`config.mk`:
```
export PLATFORM = sky130hd
export DESIGN_NAME = load_unit
export DESIGN_NICKNAME = d
export VERILOG_FILES = /design/src/design/ld_pkg.sv /design/src/design/ld_capture_if.sv /design/src/design/ld_ctrl_fsm.sv /design/src/design/ld_result_align.sv /design/src/design/load_unit.sv
export SDC_FILE = /design/constraint.sdc
export NUM_CORES = 1
export LEC_CHECK = 0
export BUFFER_PORTS_ARGS = -buffer_cell sky130_fd_sc_hd__buf_2
export CAP_MARGIN = 5
export CORE_AREA = 2 2 142 144
export CTS_CLUSTER_DIAMETER = 30
export DETAILED_ROUTE_END_ITERATION = 10
export DIE_AREA = 0 0 144 146
export PLACE_DENSITY_LB_ADDON = 0.15
export SETUP_SLACK_MARGIN = 0.15
export SLEW_MARGIN = 25
export SYNTH_ARGS = -nofsm -noshare
export SYNTH_HDL_FRONTEND = slang
export SYNTH_SLANG_ARGS = --single-unit
```
`constraint.sdc`:
```
create_clock -name clk_i -period 5 [get_ports clk_i]
set_input_delay 1 -clock clk_i [delete_from_list [all_inputs] [get_ports clk_i]]
set_output_delay 1 -clock clk_i [all_outputs]
set_load 0.005 [all_outputs]
```
`src/design/ld_pkg.sv`:
```
// ----------------------------------------------------------------------
// shared definitions for the load unit
// covers address and data widths, the load operation encoding, the
// page offset union and the rule that maps an operation to its size
// code. design files import it inside the module body
// ----------------------------------------------------------------------
package ld_pkg;

    // ------------------------------------------------------------------
    // widths
    // ------------------------------------------------------------------
    // sv39 virtual address and a 56 bit physical address
    localparam int unsigned VLEN             = 39;
    localparam int unsigned PLEN             = 56;
    localparam int unsigned XLEN             = 64;
    localparam int unsigned TRANS_ID_BITS    = 3;
    // a 4 KiB page gives the offset that also indexes the data cache
    localparam int unsigned PAGE_OFFSET_BITS = 12;
    localparam int unsigned TAG_BITS         = PLEN - PAGE_OFFSET_BITS;

    // ------------------------------------------------------------------
    // load operations
    // ------------------------------------------------------------------
    // the U forms zero-extend and the others sign-extend, LD needs neither
    typedef enum logic [2:0] {
        LB,
        LBU,
        LH,
        LHU,
        LW,
        LWU,
        LD
    } ld_op_e;

    // the low part of the virtual address is read two ways
    // the cache index and the store check take the flat view
    // realignment takes the byte offset inside the 64 bit word
    typedef union packed {
        logic [PAGE_OFFSET_BITS-1:0] flat;
        struct packed {
            logic [8:0] word_idx;
            logic [2:0] byte_off;
        } part;
    } ld_vaddr_low_u;

    // size code of the cache transfer, the log2 of the operand bytes
    function automatic logic [1:0] transfer_size(input ld_op_e op);
        logic [1:0] size;
        unique case (op)
            LB, LBU: size = 2'd0;
            LH, LHU: size = 2'd1;
            LW, LWU: size = 2'd2;
            default: size = 2'd3;
        endcase
        return size;
    endfunction

endpackage

```
`src/design/ld_capture_if.sv`:
```
// ----------------------------------------------------------------------
// hand-over of an accepted load from the control FSM to the result stage
// the FSM drives every signal through the ctrl modport and the result
// stage samples them through the result modport
// ----------------------------------------------------------------------
`timescale 1ns/1ps

interface ld_capture_if;
    import ld_pkg::*;

    // one cycle strobe when the FSM accepts the load
    logic                     pop;
    // load fields, only meaningful while pop is high
    logic [TRANS_ID_BITS-1:0] trans_id;
    logic [2:0]               byte_offset;
    ld_op_e                   op;
    // the cache request is being killed in this cycle
    logic                     kill;
    // the FSM sits in its flush state
    logic                     flushing;

    modport ctrl (
        output pop, trans_id, byte_offset, op, kill, flushing
    );

    modport result (
        input pop, trans_id, byte_offset, op, kill, flushing
    );

endinterface

```
`src/design/ld_ctrl_fsm.sv`:
```
// ----------------------------------------------------------------------
// load control FSM
// sequences address translation, the data cache request and the tag
// cycle for one load at a time. a TLB miss at grant aborts and retries
// and a store with the same page offset delays the request. accepted
// loads are handed to the result stage through the capture interface
// ----------------------------------------------------------------------
`timescale 1ns/1ps

module ld_ctrl_fsm (
    input  logic                             clk_i,
    input  logic                             rst_ni,
    input  logic                             flush_i,
    // load request from the issue side
    input  logic                             valid_i,
    input  logic [ld_pkg::VLEN-1:0]          vaddr_i,
    input  ld_pkg::ld_op_e                   op_i,
    input  logic [ld_pkg::TRANS_ID_BITS-1:0] trans_id_i,
    // store check and translator
    input  logic                             page_offset_matches_i,
    input  logic                             dtlb_hit_i,
    // data cache handshake
    input  logic                             data_gnt_i,
    output logic                             translation_req_o,
    output logic                             data_req_o,
    output logic                             tag_valid_o,
    output logic                             kill_req_o,
    output logic                             pop_ld_o,
    output logic [1:0]                       data_size_o,
    // accepted load towards the result stage
    ld_capture_if.ctrl                       cap
);
    import ld_pkg::*;

    typedef enum logic [2:0] {
        IDLE,
        WAIT_GNT,
        SEND_TAG,
        WAIT_PAGE_OFFSET,
        ABORT,
        WAIT_TRANSLATION,
        WAIT_FLUSH
    } state_e;

    state_e        state_d, state_q;
    // high when a fresh load may start this cycle
    logic          accept_new;
    ld_vaddr_low_u vaddr_low;

    assign vaddr_low   = vaddr_i[PAGE_OFFSET_BITS-1:0];
    assign data_size_o = transfer_size(op_i);

    // ------------------------------------------------------------------
    // next state and strobes
    // ------------------------------------------------------------------
    always_comb begin : p_ctrl
        state_d           = state_q;
        accept_new        = 1'b0;
        translation_req_o = 1'b0;
        data_req_o        = 1'b0;
        tag_valid_o       = 1'b0;
        kill_req_o        = 1'b0;
        pop_ld_o          = 1'b0;

        unique case (state_q)
            IDLE: begin
                accept_new = valid_i;
            end
            // the tag of the granted load goes out and a new load may start
            SEND_TAG: begin
                tag_valid_o = 1'b1;
                state_d     = IDLE;
                accept_new  = valid_i;
            end
            // a pending store overlaps, request again once it has drained
            WAIT_PAGE_OFFSET: begin
                if (!page_offset_matches_i) begin
                    state_d = WAIT_GNT;
                end
            end
            // hold the request and the translation until the cache grants
            WAIT_GNT: begin
                translation_req_o = 1'b1;
                data_req_o        = 1'b1;
            end
            // free the cache port so the page walker can fill the TLB
            ABORT: begin
                kill_req_o  = 1'b1;
                tag_valid_o = 1'b1;
                state_d     = WAIT_TRANSLATION;
            end
            WAIT_TRANSLATION: begin
                translation_req_o = 1'b1;
                if (dtlb_hit_i) begin
                    state_d = WAIT_GNT;
                end
            end
            // kill whatever the cache still has in its tag stage
            WAIT_FLUSH: begin
                kill_req_o  = 1'b1;
                tag_valid_o = 1'b1;
                state_d     = IDLE;
            end
            default: begin
                state_d = IDLE;
            end
        endcase

        // translation starts at once even before the store check resolves
        if (accept_new) begin
            translation_req_o = 1'b1;
            if (page_offset_matches_i) begin
                state_d = WAIT_PAGE_OFFSET;
            end else begin
                data_req_o = 1'b1;
                if (!data_gnt_i) begin
                    state_d = WAIT_GNT;
                end
            end
        end

        // a grant with a hit sends the tag next cycle, a miss aborts
        if (data_req_o && data_gnt_i) begin
            if (dtlb_hit_i) begin
                pop_ld_o = 1'b1;
                state_d  = SEND_TAG;
            end else begin
                state_d  = ABORT;
            end
        end

        if (flush_i) begin
            state_d = WAIT_FLUSH;
        end
    end

    always_ff @(posedge clk_i or negedge rst_ni) begin : p_state
        if (!rst_ni) begin
            state_q <= IDLE;
        end else begin
            state_q <= state_d;
        end
    end

    // ------------------------------------------------------------------
    // capture interface
    // ------------------------------------------------------------------
    assign cap.pop         = pop_ld_o;
    assign cap.trans_id    = trans_id_i;
    assign cap.byte_offset = vaddr_low.part.byte_off;
    assign cap.op          = op_i;
    assign cap.kill        = kill_req_o;
    assign cap.flushing    = (state_q == WAIT_FLUSH);

endmodule

```
`src/design/ld_result_align.sv`:
```
// ----------------------------------------------------------------------
// load result stage
// keeps the fields of the load that is in the cache pipeline, shifts the
// read data down to the byte offset and extends it to 64 bits. the sign
// bit position is registered on pop so only a mux remains on read data
// ----------------------------------------------------------------------
`timescale 1ns/1ps

module ld_result_align (
    input  logic                             clk_i,
    input  logic                             rst_ni,
    input  logic                             data_rvalid_i,
    input  logic [ld_pkg::XLEN-1:0]          data_rdata_i,
    ld_capture_if.result                     cap,
    output logic                             valid_o,
    output logic [ld_pkg::TRANS_ID_BITS-1:0] trans_id_o,
    output logic [ld_pkg::XLEN-1:0]          result_o
);
    import ld_pkg::*;

    logic [TRANS_ID_BITS-1:0] trans_id_q;
    logic [2:0]               offset_q;
    ld_op_e                   op_q;
    // byte that holds the sign of the operand in the unshifted word
    logic [2:0]               idx_d, idx_q;
    logic                     signed_d, signed_q;
    logic [XLEN-1:0]          shifted;
    logic [7:0]               sign_bits;
    logic                     sign_bit;

    // top byte of the operand is offset plus operand bytes minus one
    assign idx_d    = cap.byte_offset + ((3'd1 << transfer_size(cap.op)) - 3'd1);
    assign signed_d = cap.op inside {LB, LH, LW};

    always_ff @(posedge clk_i or negedge rst_ni) begin : p_ctrl_regs
        if (!rst_ni) begin
            op_q     <= LD;
            idx_q    <= '0;
            signed_q <= 1'b0;
        end else if (cap.pop) begin
            op_q     <= cap.op;
            idx_q    <= idx_d;
            signed_q <= signed_d;
        end
    end

    always_ff @(posedge clk_i) begin : p_payload_regs
        if (cap.pop) begin
            trans_id_q <= cap.trans_id;
            offset_q   <= cap.byte_offset;
        end
    end

    // ------------------------------------------------------------------
    // realign and extend
    // ------------------------------------------------------------------
    assign shifted = data_rdata_i >> {offset_q, 3'b000};

    // the sign is picked from the raw word in parallel with the shifter
    for (genvar i = 0; i < 8; i++) begin : g_sign_bits
        assign sign_bits[i] = data_rdata_i[8*i+7];
    end

    // unsigned loads pull the extension to zero
    assign sign_bit = signed_q & sign_bits[idx_q];

    always_comb begin : p_result
        unique case (op_q)
            LW, LWU: result_o = {{32{sign_bit}}, shifted[31:0]};
            LH, LHU: result_o = {{48{sign_bit}}, shifted[15:0]};
            LB, LBU: result_o = {{56{sign_bit}}, shifted[7:0]};
            default: result_o = shifted;
        endcase
    end

    // a killed or flushed request must not retire
    assign valid_o    = data_rvalid_i & ~cap.kill & ~cap.flushing;
    assign trans_id_o = trans_id_q;

endmodule

```
`src/design/load_unit.sv`:
```
// ----------------------------------------------------------------------
// load side of the load/store unit
// connects the load control FSM and the result stage and exposes plain
// ports towards issue, the address translator, the store check and the
// data cache. the cache index comes from the virtual address and the
// tag from the translated physical address one cycle later
// ----------------------------------------------------------------------
`timescale 1ns/1ps

module load_unit (
    input  logic                                clk_i,
    input  logic                                rst_ni,
    input  logic                                flush_i,
    // load request
    input  logic                                valid_i,
    input  logic [ld_pkg::VLEN-1:0]             vaddr_i,
    input  ld_pkg::ld_op_e                      op_i,
    input  logic [7:0]                          be_i,
    input  logic [ld_pkg::TRANS_ID_BITS-1:0]    trans_id_i,
    output logic                                pop_ld_o,
    // load result
    output logic                                valid_o,
    output logic [ld_pkg::TRANS_ID_BITS-1:0]    trans_id_o,
    output logic [ld_pkg::XLEN-1:0]             result_o,
    // address translator
    output logic                                translation_req_o,
    output logic [ld_pkg::VLEN-1:0]             vaddr_o,
    input  logic [ld_pkg::PLEN-1:0]             paddr_i,
    input  logic                                dtlb_hit_i,
    // store check
    output logic [ld_pkg::PAGE_OFFSET_BITS-1:0] page_offset_o,
    input  logic                                page_offset_matches_i,
    // data cache
    output logic                                data_req_o,
    input  logic                                data_gnt_i,
    output logic [ld_pkg::PAGE_OFFSET_BITS-1:0] address_index_o,
    output logic [ld_pkg::TAG_BITS-1:0]         address_tag_o,
    output logic [7:0]                          data_be_o,
    output logic [1:0]                          data_size_o,
    output logic                                kill_req_o,
    output logic                                tag_valid_o,
    input  logic                                data_rvalid_i,
    input  logic [ld_pkg::XLEN-1:0]             data_rdata_i
);
    import ld_pkg::*;

    ld_vaddr_low_u vaddr_low;

    ld_capture_if cap_if ();

    // the page offset doubles as the cache index
    assign vaddr_low       = vaddr_i[PAGE_OFFSET_BITS-1:0];
    assign vaddr_o         = vaddr_i;
    assign page_offset_o   = vaddr_low.flat;
    assign address_index_o = vaddr_low.flat;
    assign data_be_o       = be_i;
    // valid in the tag cycle, the translation is a cycle old by then
    assign address_tag_o   = paddr_i[PAGE_OFFSET_BITS +: TAG_BITS];

    ld_ctrl_fsm u_ctrl (
        .clk_i                 (clk_i),
        .rst_ni                (rst_ni),
        .flush_i               (flush_i),
        .valid_i               (valid_i),
        .vaddr_i               (vaddr_i),
        .op_i                  (op_i),
        .trans_id_i            (trans_id_i),
        .page_offset_matches_i (page_offset_matches_i),
        .dtlb_hit_i            (dtlb_hit_i),
        .data_gnt_i            (data_gnt_i),
        .translation_req_o     (translation_req_o),
        .data_req_o            (data_req_o),
        .tag_valid_o           (tag_valid_o),
        .kill_req_o            (kill_req_o),
        .pop_ld_o              (pop_ld_o),
        .data_size_o           (data_size_o),
        .cap                   (cap_if.ctrl)
    );

    ld_result_align u_result (
        .clk_i         (clk_i),
        .rst_ni        (rst_ni),
        .data_rvalid_i (data_rvalid_i),
        .data_rdata_i  (data_rdata_i),
        .cap           (cap_if.result),
        .valid_o       (valid_o),
        .trans_id_o    (trans_id_o),
        .result_o      (result_o)
    );

endmodule

```
* After elaboration in Yosys (flattened, before gate mapping)
Cells that the tools add are included.
Operators by class: add/subtract/negate cells 2, multipliers 0, divide/modulo/power cells 0, order comparisons 1, equality and inequality tests 16, shift operators 2, multiplexer cells 23, bitwise logic cells 5, reduce and logical (&&, ||, !) cells 16
Operator list (number):
- 64-bit case mux with 3 select lines | 1
- 64-bit by 6-bit >> shifter with 64-bit output | 1
- 3-bit two-way mux | 8
- 3-bit == test (second input constant) | 7
- 2-bit OR reduction | 10
- 3-bit by 2-bit == test with 1-bit output (second input constant) | 6
- 3-bit case mux with 4 select lines | 1
- 1-bit two-way mux | 11
- 3-bit by 1-bit == test with 1-bit output (second input constant) | 3
- 3-bit logical NOT | 3
- 2-bit case mux with 3 select lines | 1
- 3-bit by 4-bit < comparator with 1-bit output (second input constant) | 1
- 3-bit adder | 1
- 1-bit bitwise AND | 3
- 1-bit binary-select mux with 3-bit select | 1
- 3-bit nonzero test | 1
- 3-bit OR reduction | 1
- 1-bit by 2-bit left shift with 3-bit output (first input constant) | 1
- 3-bit by 1-bit subtractor with 3-bit output (second input constant) | 1
- 1-bit NOT | 2
- 1-bit logical AND | 1
Storage, ports and cells: register bits 16, bits in latches 0, bits in writable memories 0, memory bits (read-only) 0, bits of input ports 181, output and inout port bits 190, word-level logic and storage cells 71, memories kept 0

* Longest topological paths before layout
depth in word-level cells 8, depth in mapped cells 8, gate-level depth less buffers 8

* Cells and area by module
Synthesis repeated with hierarchy kept, for this count alone.
Unflattened totals: cell total of the unflattened synthesis 490, area, all modules 3863.7 um^2
Modules (own cells, without submodules):
- ld_result_align | instances 1, cells each 334, area an instance 2668.8 um^2, sequential area each 332.8 um^2
- load_unit | instances 1, cells each 115, area an instance 863.3 um^2, sequential area each 0.0 um^2
- ld_ctrl_fsm | instances 1, cells each 41, area an instance 331.6 um^2, sequential area each 75.1 um^2

* Worst setup path after synthesis
OpenSTA, ideal clock, no wires.
kind input to output, start input data_rdata_i[47] (netlist bit), end output result_o[16] (netlist bit), arrival 2.124 ns, required time 4.000 ns, slack 1.876 ns, stages 5, path buffers 1, path through mux4_1 -> and2b_2 -> nor3_4 -> buf_6 -> a21o_1
Between the ends: longest elaborated chain between the ends 4
RTL lines:
- start, declared | RTL line load_unit.sv:43 | input logic [ld_pkg::XLEN-1:0] data_rdata_i
- 1-bit binary-select mux with 3-bit select | RTL line ld_result_align.sv:65 | assign sign_bit = signed_q & sign_bits[idx_q];
- 1-bit two-way mux (implied by the code) | RTL line ld_result_align.sv:65
- 1-bit bitwise AND | RTL line ld_result_align.sv:65
- 64-bit case mux with 3 select lines | RTL line ld_result_align.sv:68 | unique case (op_q)
- end, declared | RTL line load_unit.sv:24 | output logic [ld_pkg::XLEN-1:0] result_o,
Every way passes these cells. The select of a mux whose other input is x is not followed.

* Worst setup path in the final report
start register u_result.op_q[2], end output result_o[47] (netlist bit)
Between the ends: longest elaborated chain between the ends 3, elaborated cells between the ends (all ways) 10, those cells by class eq/ne: 5; mux: 1; reduce/logical: 4
RTL lines:
- start, declared | RTL line ld_result_align.sv:23 | ld_op_e op_q;
- start signal, assigned | RTL line ld_result_align.sv:41 | op_q <= cap.op;
- 3-bit by 1-bit == test with 1-bit output, or another cell as far along | RTL line ld_result_align.sv:68
- 2-bit OR reduction | RTL line ld_result_align.sv:68
- 64-bit case mux with 3 select lines * | RTL line ld_result_align.sv:68
Every way passes the cells marked *; elsewhere a longest branch is shown, timed or not.

==> impl_metrics.json <==
{
  "post_cts_buffers": 0,
  "ant_nets": 0,
  "grt_pass1_wl_um": 22130,
  "critPathArrivalTime_ns": 2.85,
  "rsz0062_at_grt": "false",
  "met2_length_um": 7189,
  "route.detailed.drc": 0,
  "htree_levels": 1,
  "die_x_um": 144,
  "power.density_nw_per_um2": 282.3,
  "synthFlopType": "dfrtp_1",
  "critPathTopFamily": "simple AND/OR/NAND/NOR gates",
  "highest_layer": "met4",
  "route.met3.wl_um": 1568,
  "cts_inserted_buffers": 3,
  "crit_path_end": "result_o[47]",
  "grt-ovfl-total": 0,
  "critical_path_buf_inv_count": 1,
  "slowest_delay_ns": 0.90,
  "worst_ir_drop_vdd_mv": 0.2283,
  "grt_pass1_vias": 3623,
  "synth_compound_area_share_pct": 21.93,
  "initial_core_util_pct": 19.54,
  "layout-drive-gt1-share_pct": 46.89,
  "clk_pin_slew_ns": 0.05,
  "area_growth_pct": 6.989,
  "final_common_cell": "buf_2",
  "clkLatencyLatePin_ns": 0.24,
  "leakage_nw": 1.990,
  "root_buffer": "clkbuf_16",
  "synthSimpleGateAreaFrac_pct": 12.02,
  "hold_violations": 0,
  "final_cell_mix": "buf_2, nand2_1, mux2i_1, o21ai_0, mux2_2",
  "maxSlewViolCount": 0,
  "fin_skew_ns": 0.001780,
  "clkSinkCount": 15,
  "met1_length_um": 6130,
  "total_power_w": 0.001141,
  "synth.area.top_cells": "buf_4, mux2i_1, mux2_2",
  "worst-setup-path-type": "reg -> out",
  "synth_top_area_share_pct": 22.86,
  "gr-usage-all-layers_pct": 13.61,
  "cp.required_ns": 4.00,
  "coreArea_um2": 19330,
  "fin_nets": 684,
  "port-buffer-count": 164,
  "pin_count": 371,
  "synth_area_per_cell_um2": 7.986,
  "critPathCaptureType": "output pin",
  "cp_num_cells": 3,
  "r2r_cells": 4,
  "postSynthCellCount": 473,
  "fin_hold_ws_ns": 0.5512,
  "critical_path.startpoint": "u_result.op_q[2]",
  "ys_ff_latch": 15,
  "async_reset_ff_share_pct": 60.00,
  "r2r_setup_slack_ns": 3.04,
  "synth-adder-area-share_pct": 0.9937,
  "fin_crit_ns": 3.848,
  "dp_slack_ns": 1.231,
  "vias": 3536,
  "r2r_start": "u_ctrl.state_q[0]",
  "synthDistinctLibCells": 47,
  "totalWireLength_um": 15270,
  "synth_top_family_by_area": "buffers and inverters",
  "synth_nets": 657,
  "routed_via_density": 4.628,
  "max_freq_ghz": 0.2599,
  "avgRoutedWirePerCell_um": 19.98,
  "gp_congestion": 0.7801,
  "maxCapViolCount": 0,
  "critPathMaxFanout": 22,
  "setup_tns_ns": 0,
  "drt_pass1_iterations": 5,
  "crit_slowest_cell": "nand3_1",
  "critPathLaunchType": "flop",
  "outcome": "finished clean",
  "cts_tree": "done",
  "grt_antenna_before_repair": 1,
  "cts_hold_buf": 0,
  "placementRows": 51,
  "yosysSeqAreaShare_pct": 10.80,
  "antenna_cells": 0,
  "place.detailed.hpwl_um": 11910,
  "period_share_pct": 76.96,
  "tightest_slew_ns": 1.061,
  "cts_resized": 0,
  "slew_headroom_pct": 29.06,
  "setup_violations": 0,
  "fin_ws_ns": 1.152,
  "muxShareOfSynthArea_pct": 25.21,
  "fin_util_pct": 20.90,
  "post-synth-top-area-cell": "buf_4",
  "chipHeight_um": 146,
  "cts_buffer_depth": 2,
  "synth-xor-area-share_pct": 0.6956,
  "synth-edff-count": 6,
  "hold_class": "reg -> reg",
  "netlist_area_um2": 3777,
  "ys_warn_count": 0,
  "path_cells": "nand3_1, o21ai_0, buf_2",
  "drt_iter0_drc": 116,
  "die_area_um2": 21020,
  "rr_endpoint": "u_result.idx_q[2]",
  "grt_max_degree": 48
}
worst min-delay path by stage:
stage                                  from                 to  depth (start not counted)
after floorplan           u_result.signed_q  u_result.signed_q                          2
after global placement    u_result.signed_q  u_result.signed_q                          2
after detailed placement  u_result.idx_q[1]  u_result.idx_q[1]                          1
after CTS                 u_result.idx_q[1]  u_result.idx_q[1]                          1
after global routing      u_result.idx_q[1]  u_result.idx_q[1]                          1
final                     u_result.signed_q  u_result.signed_q                          2
synth_stat cells (7+ instances only):
cell type / count
clkbuf_1: 14
o221ai_1: 7
a22oi_1: 7
mux2_2: 20
buf_2: 13
nand2_1: 60
a2bb2oi_1: 8
o21ai_0: 43
mux2i_1: 52
a31o_2: 13
nor2b_1: 8
inv_1: 8
mux4_2: 8
buf_4: 115
a21o_1: 12
dfrtp_1: 7
nor2_1: 9
layout make-up:
type	count	area (µm²)
fill	2190	15290
multi-input combinational	300	2298
timing repair buffer	172	893.4
sequential	15	407.9
tap	265	331.6
clock buffer	3	75.07
inverter	8	30.03
clock inverter	1	5.005
metal layers:
layer | GRT usage (%) | vias to the layer above
met5 | 0 | -
met4 | 3.922 | 0
met3 | 4.014 | 41
met2 | 23.33 | 204
met1 | 16.37 | 1664
li1 | - | 1627
stage by stage:
step / area (µm²) / std cells
2_1_floorplan: 3777 / 473
3_3_place_gp: 3961 / 760
3_5_place_dp: 3961 / 760
4_1_cts: 4041 / 764
5_1_grt: 4041 / 764
6_report: 4041 / 764
registers in the layout, indices dropped and copies added (netlist names):
signal               flops
u_ctrl.state_q           3
u_result.idx_q           3
u_result.trans_id_o      3
u_result.offset_q        3
u_result.op_q            2
u_result.signed_q        1
logic make-up (layout without fill, tap and decap cells):
logic type	count (synthesis)	in the layout
buffers and inverters	158	184
adder cells (fa/ha/maj)	3	3
flip-flops	15	15
multiplexers	81	81
XOR/XNOR	3	3
AND/OR/NAND/NOR	96	96
AO/OA/AOI/OAI	117	117
report_power, final:
part	switching [W]	leakage [nW]	internal [W]
registers	0.0000478	0.160	0.000156
clock network	0.0000482	0.0409	0.000107
logic	0.000420	1.79	0.000362
total	0.000516	1.99	0.000625
worst min-delay path, stage by stage, from the launching register on:
cell and delay [ns]:
dfrtp_1 0.32, inv_1 0.05, o21ai_0 0.14
(Power assumes the default switching activity.)
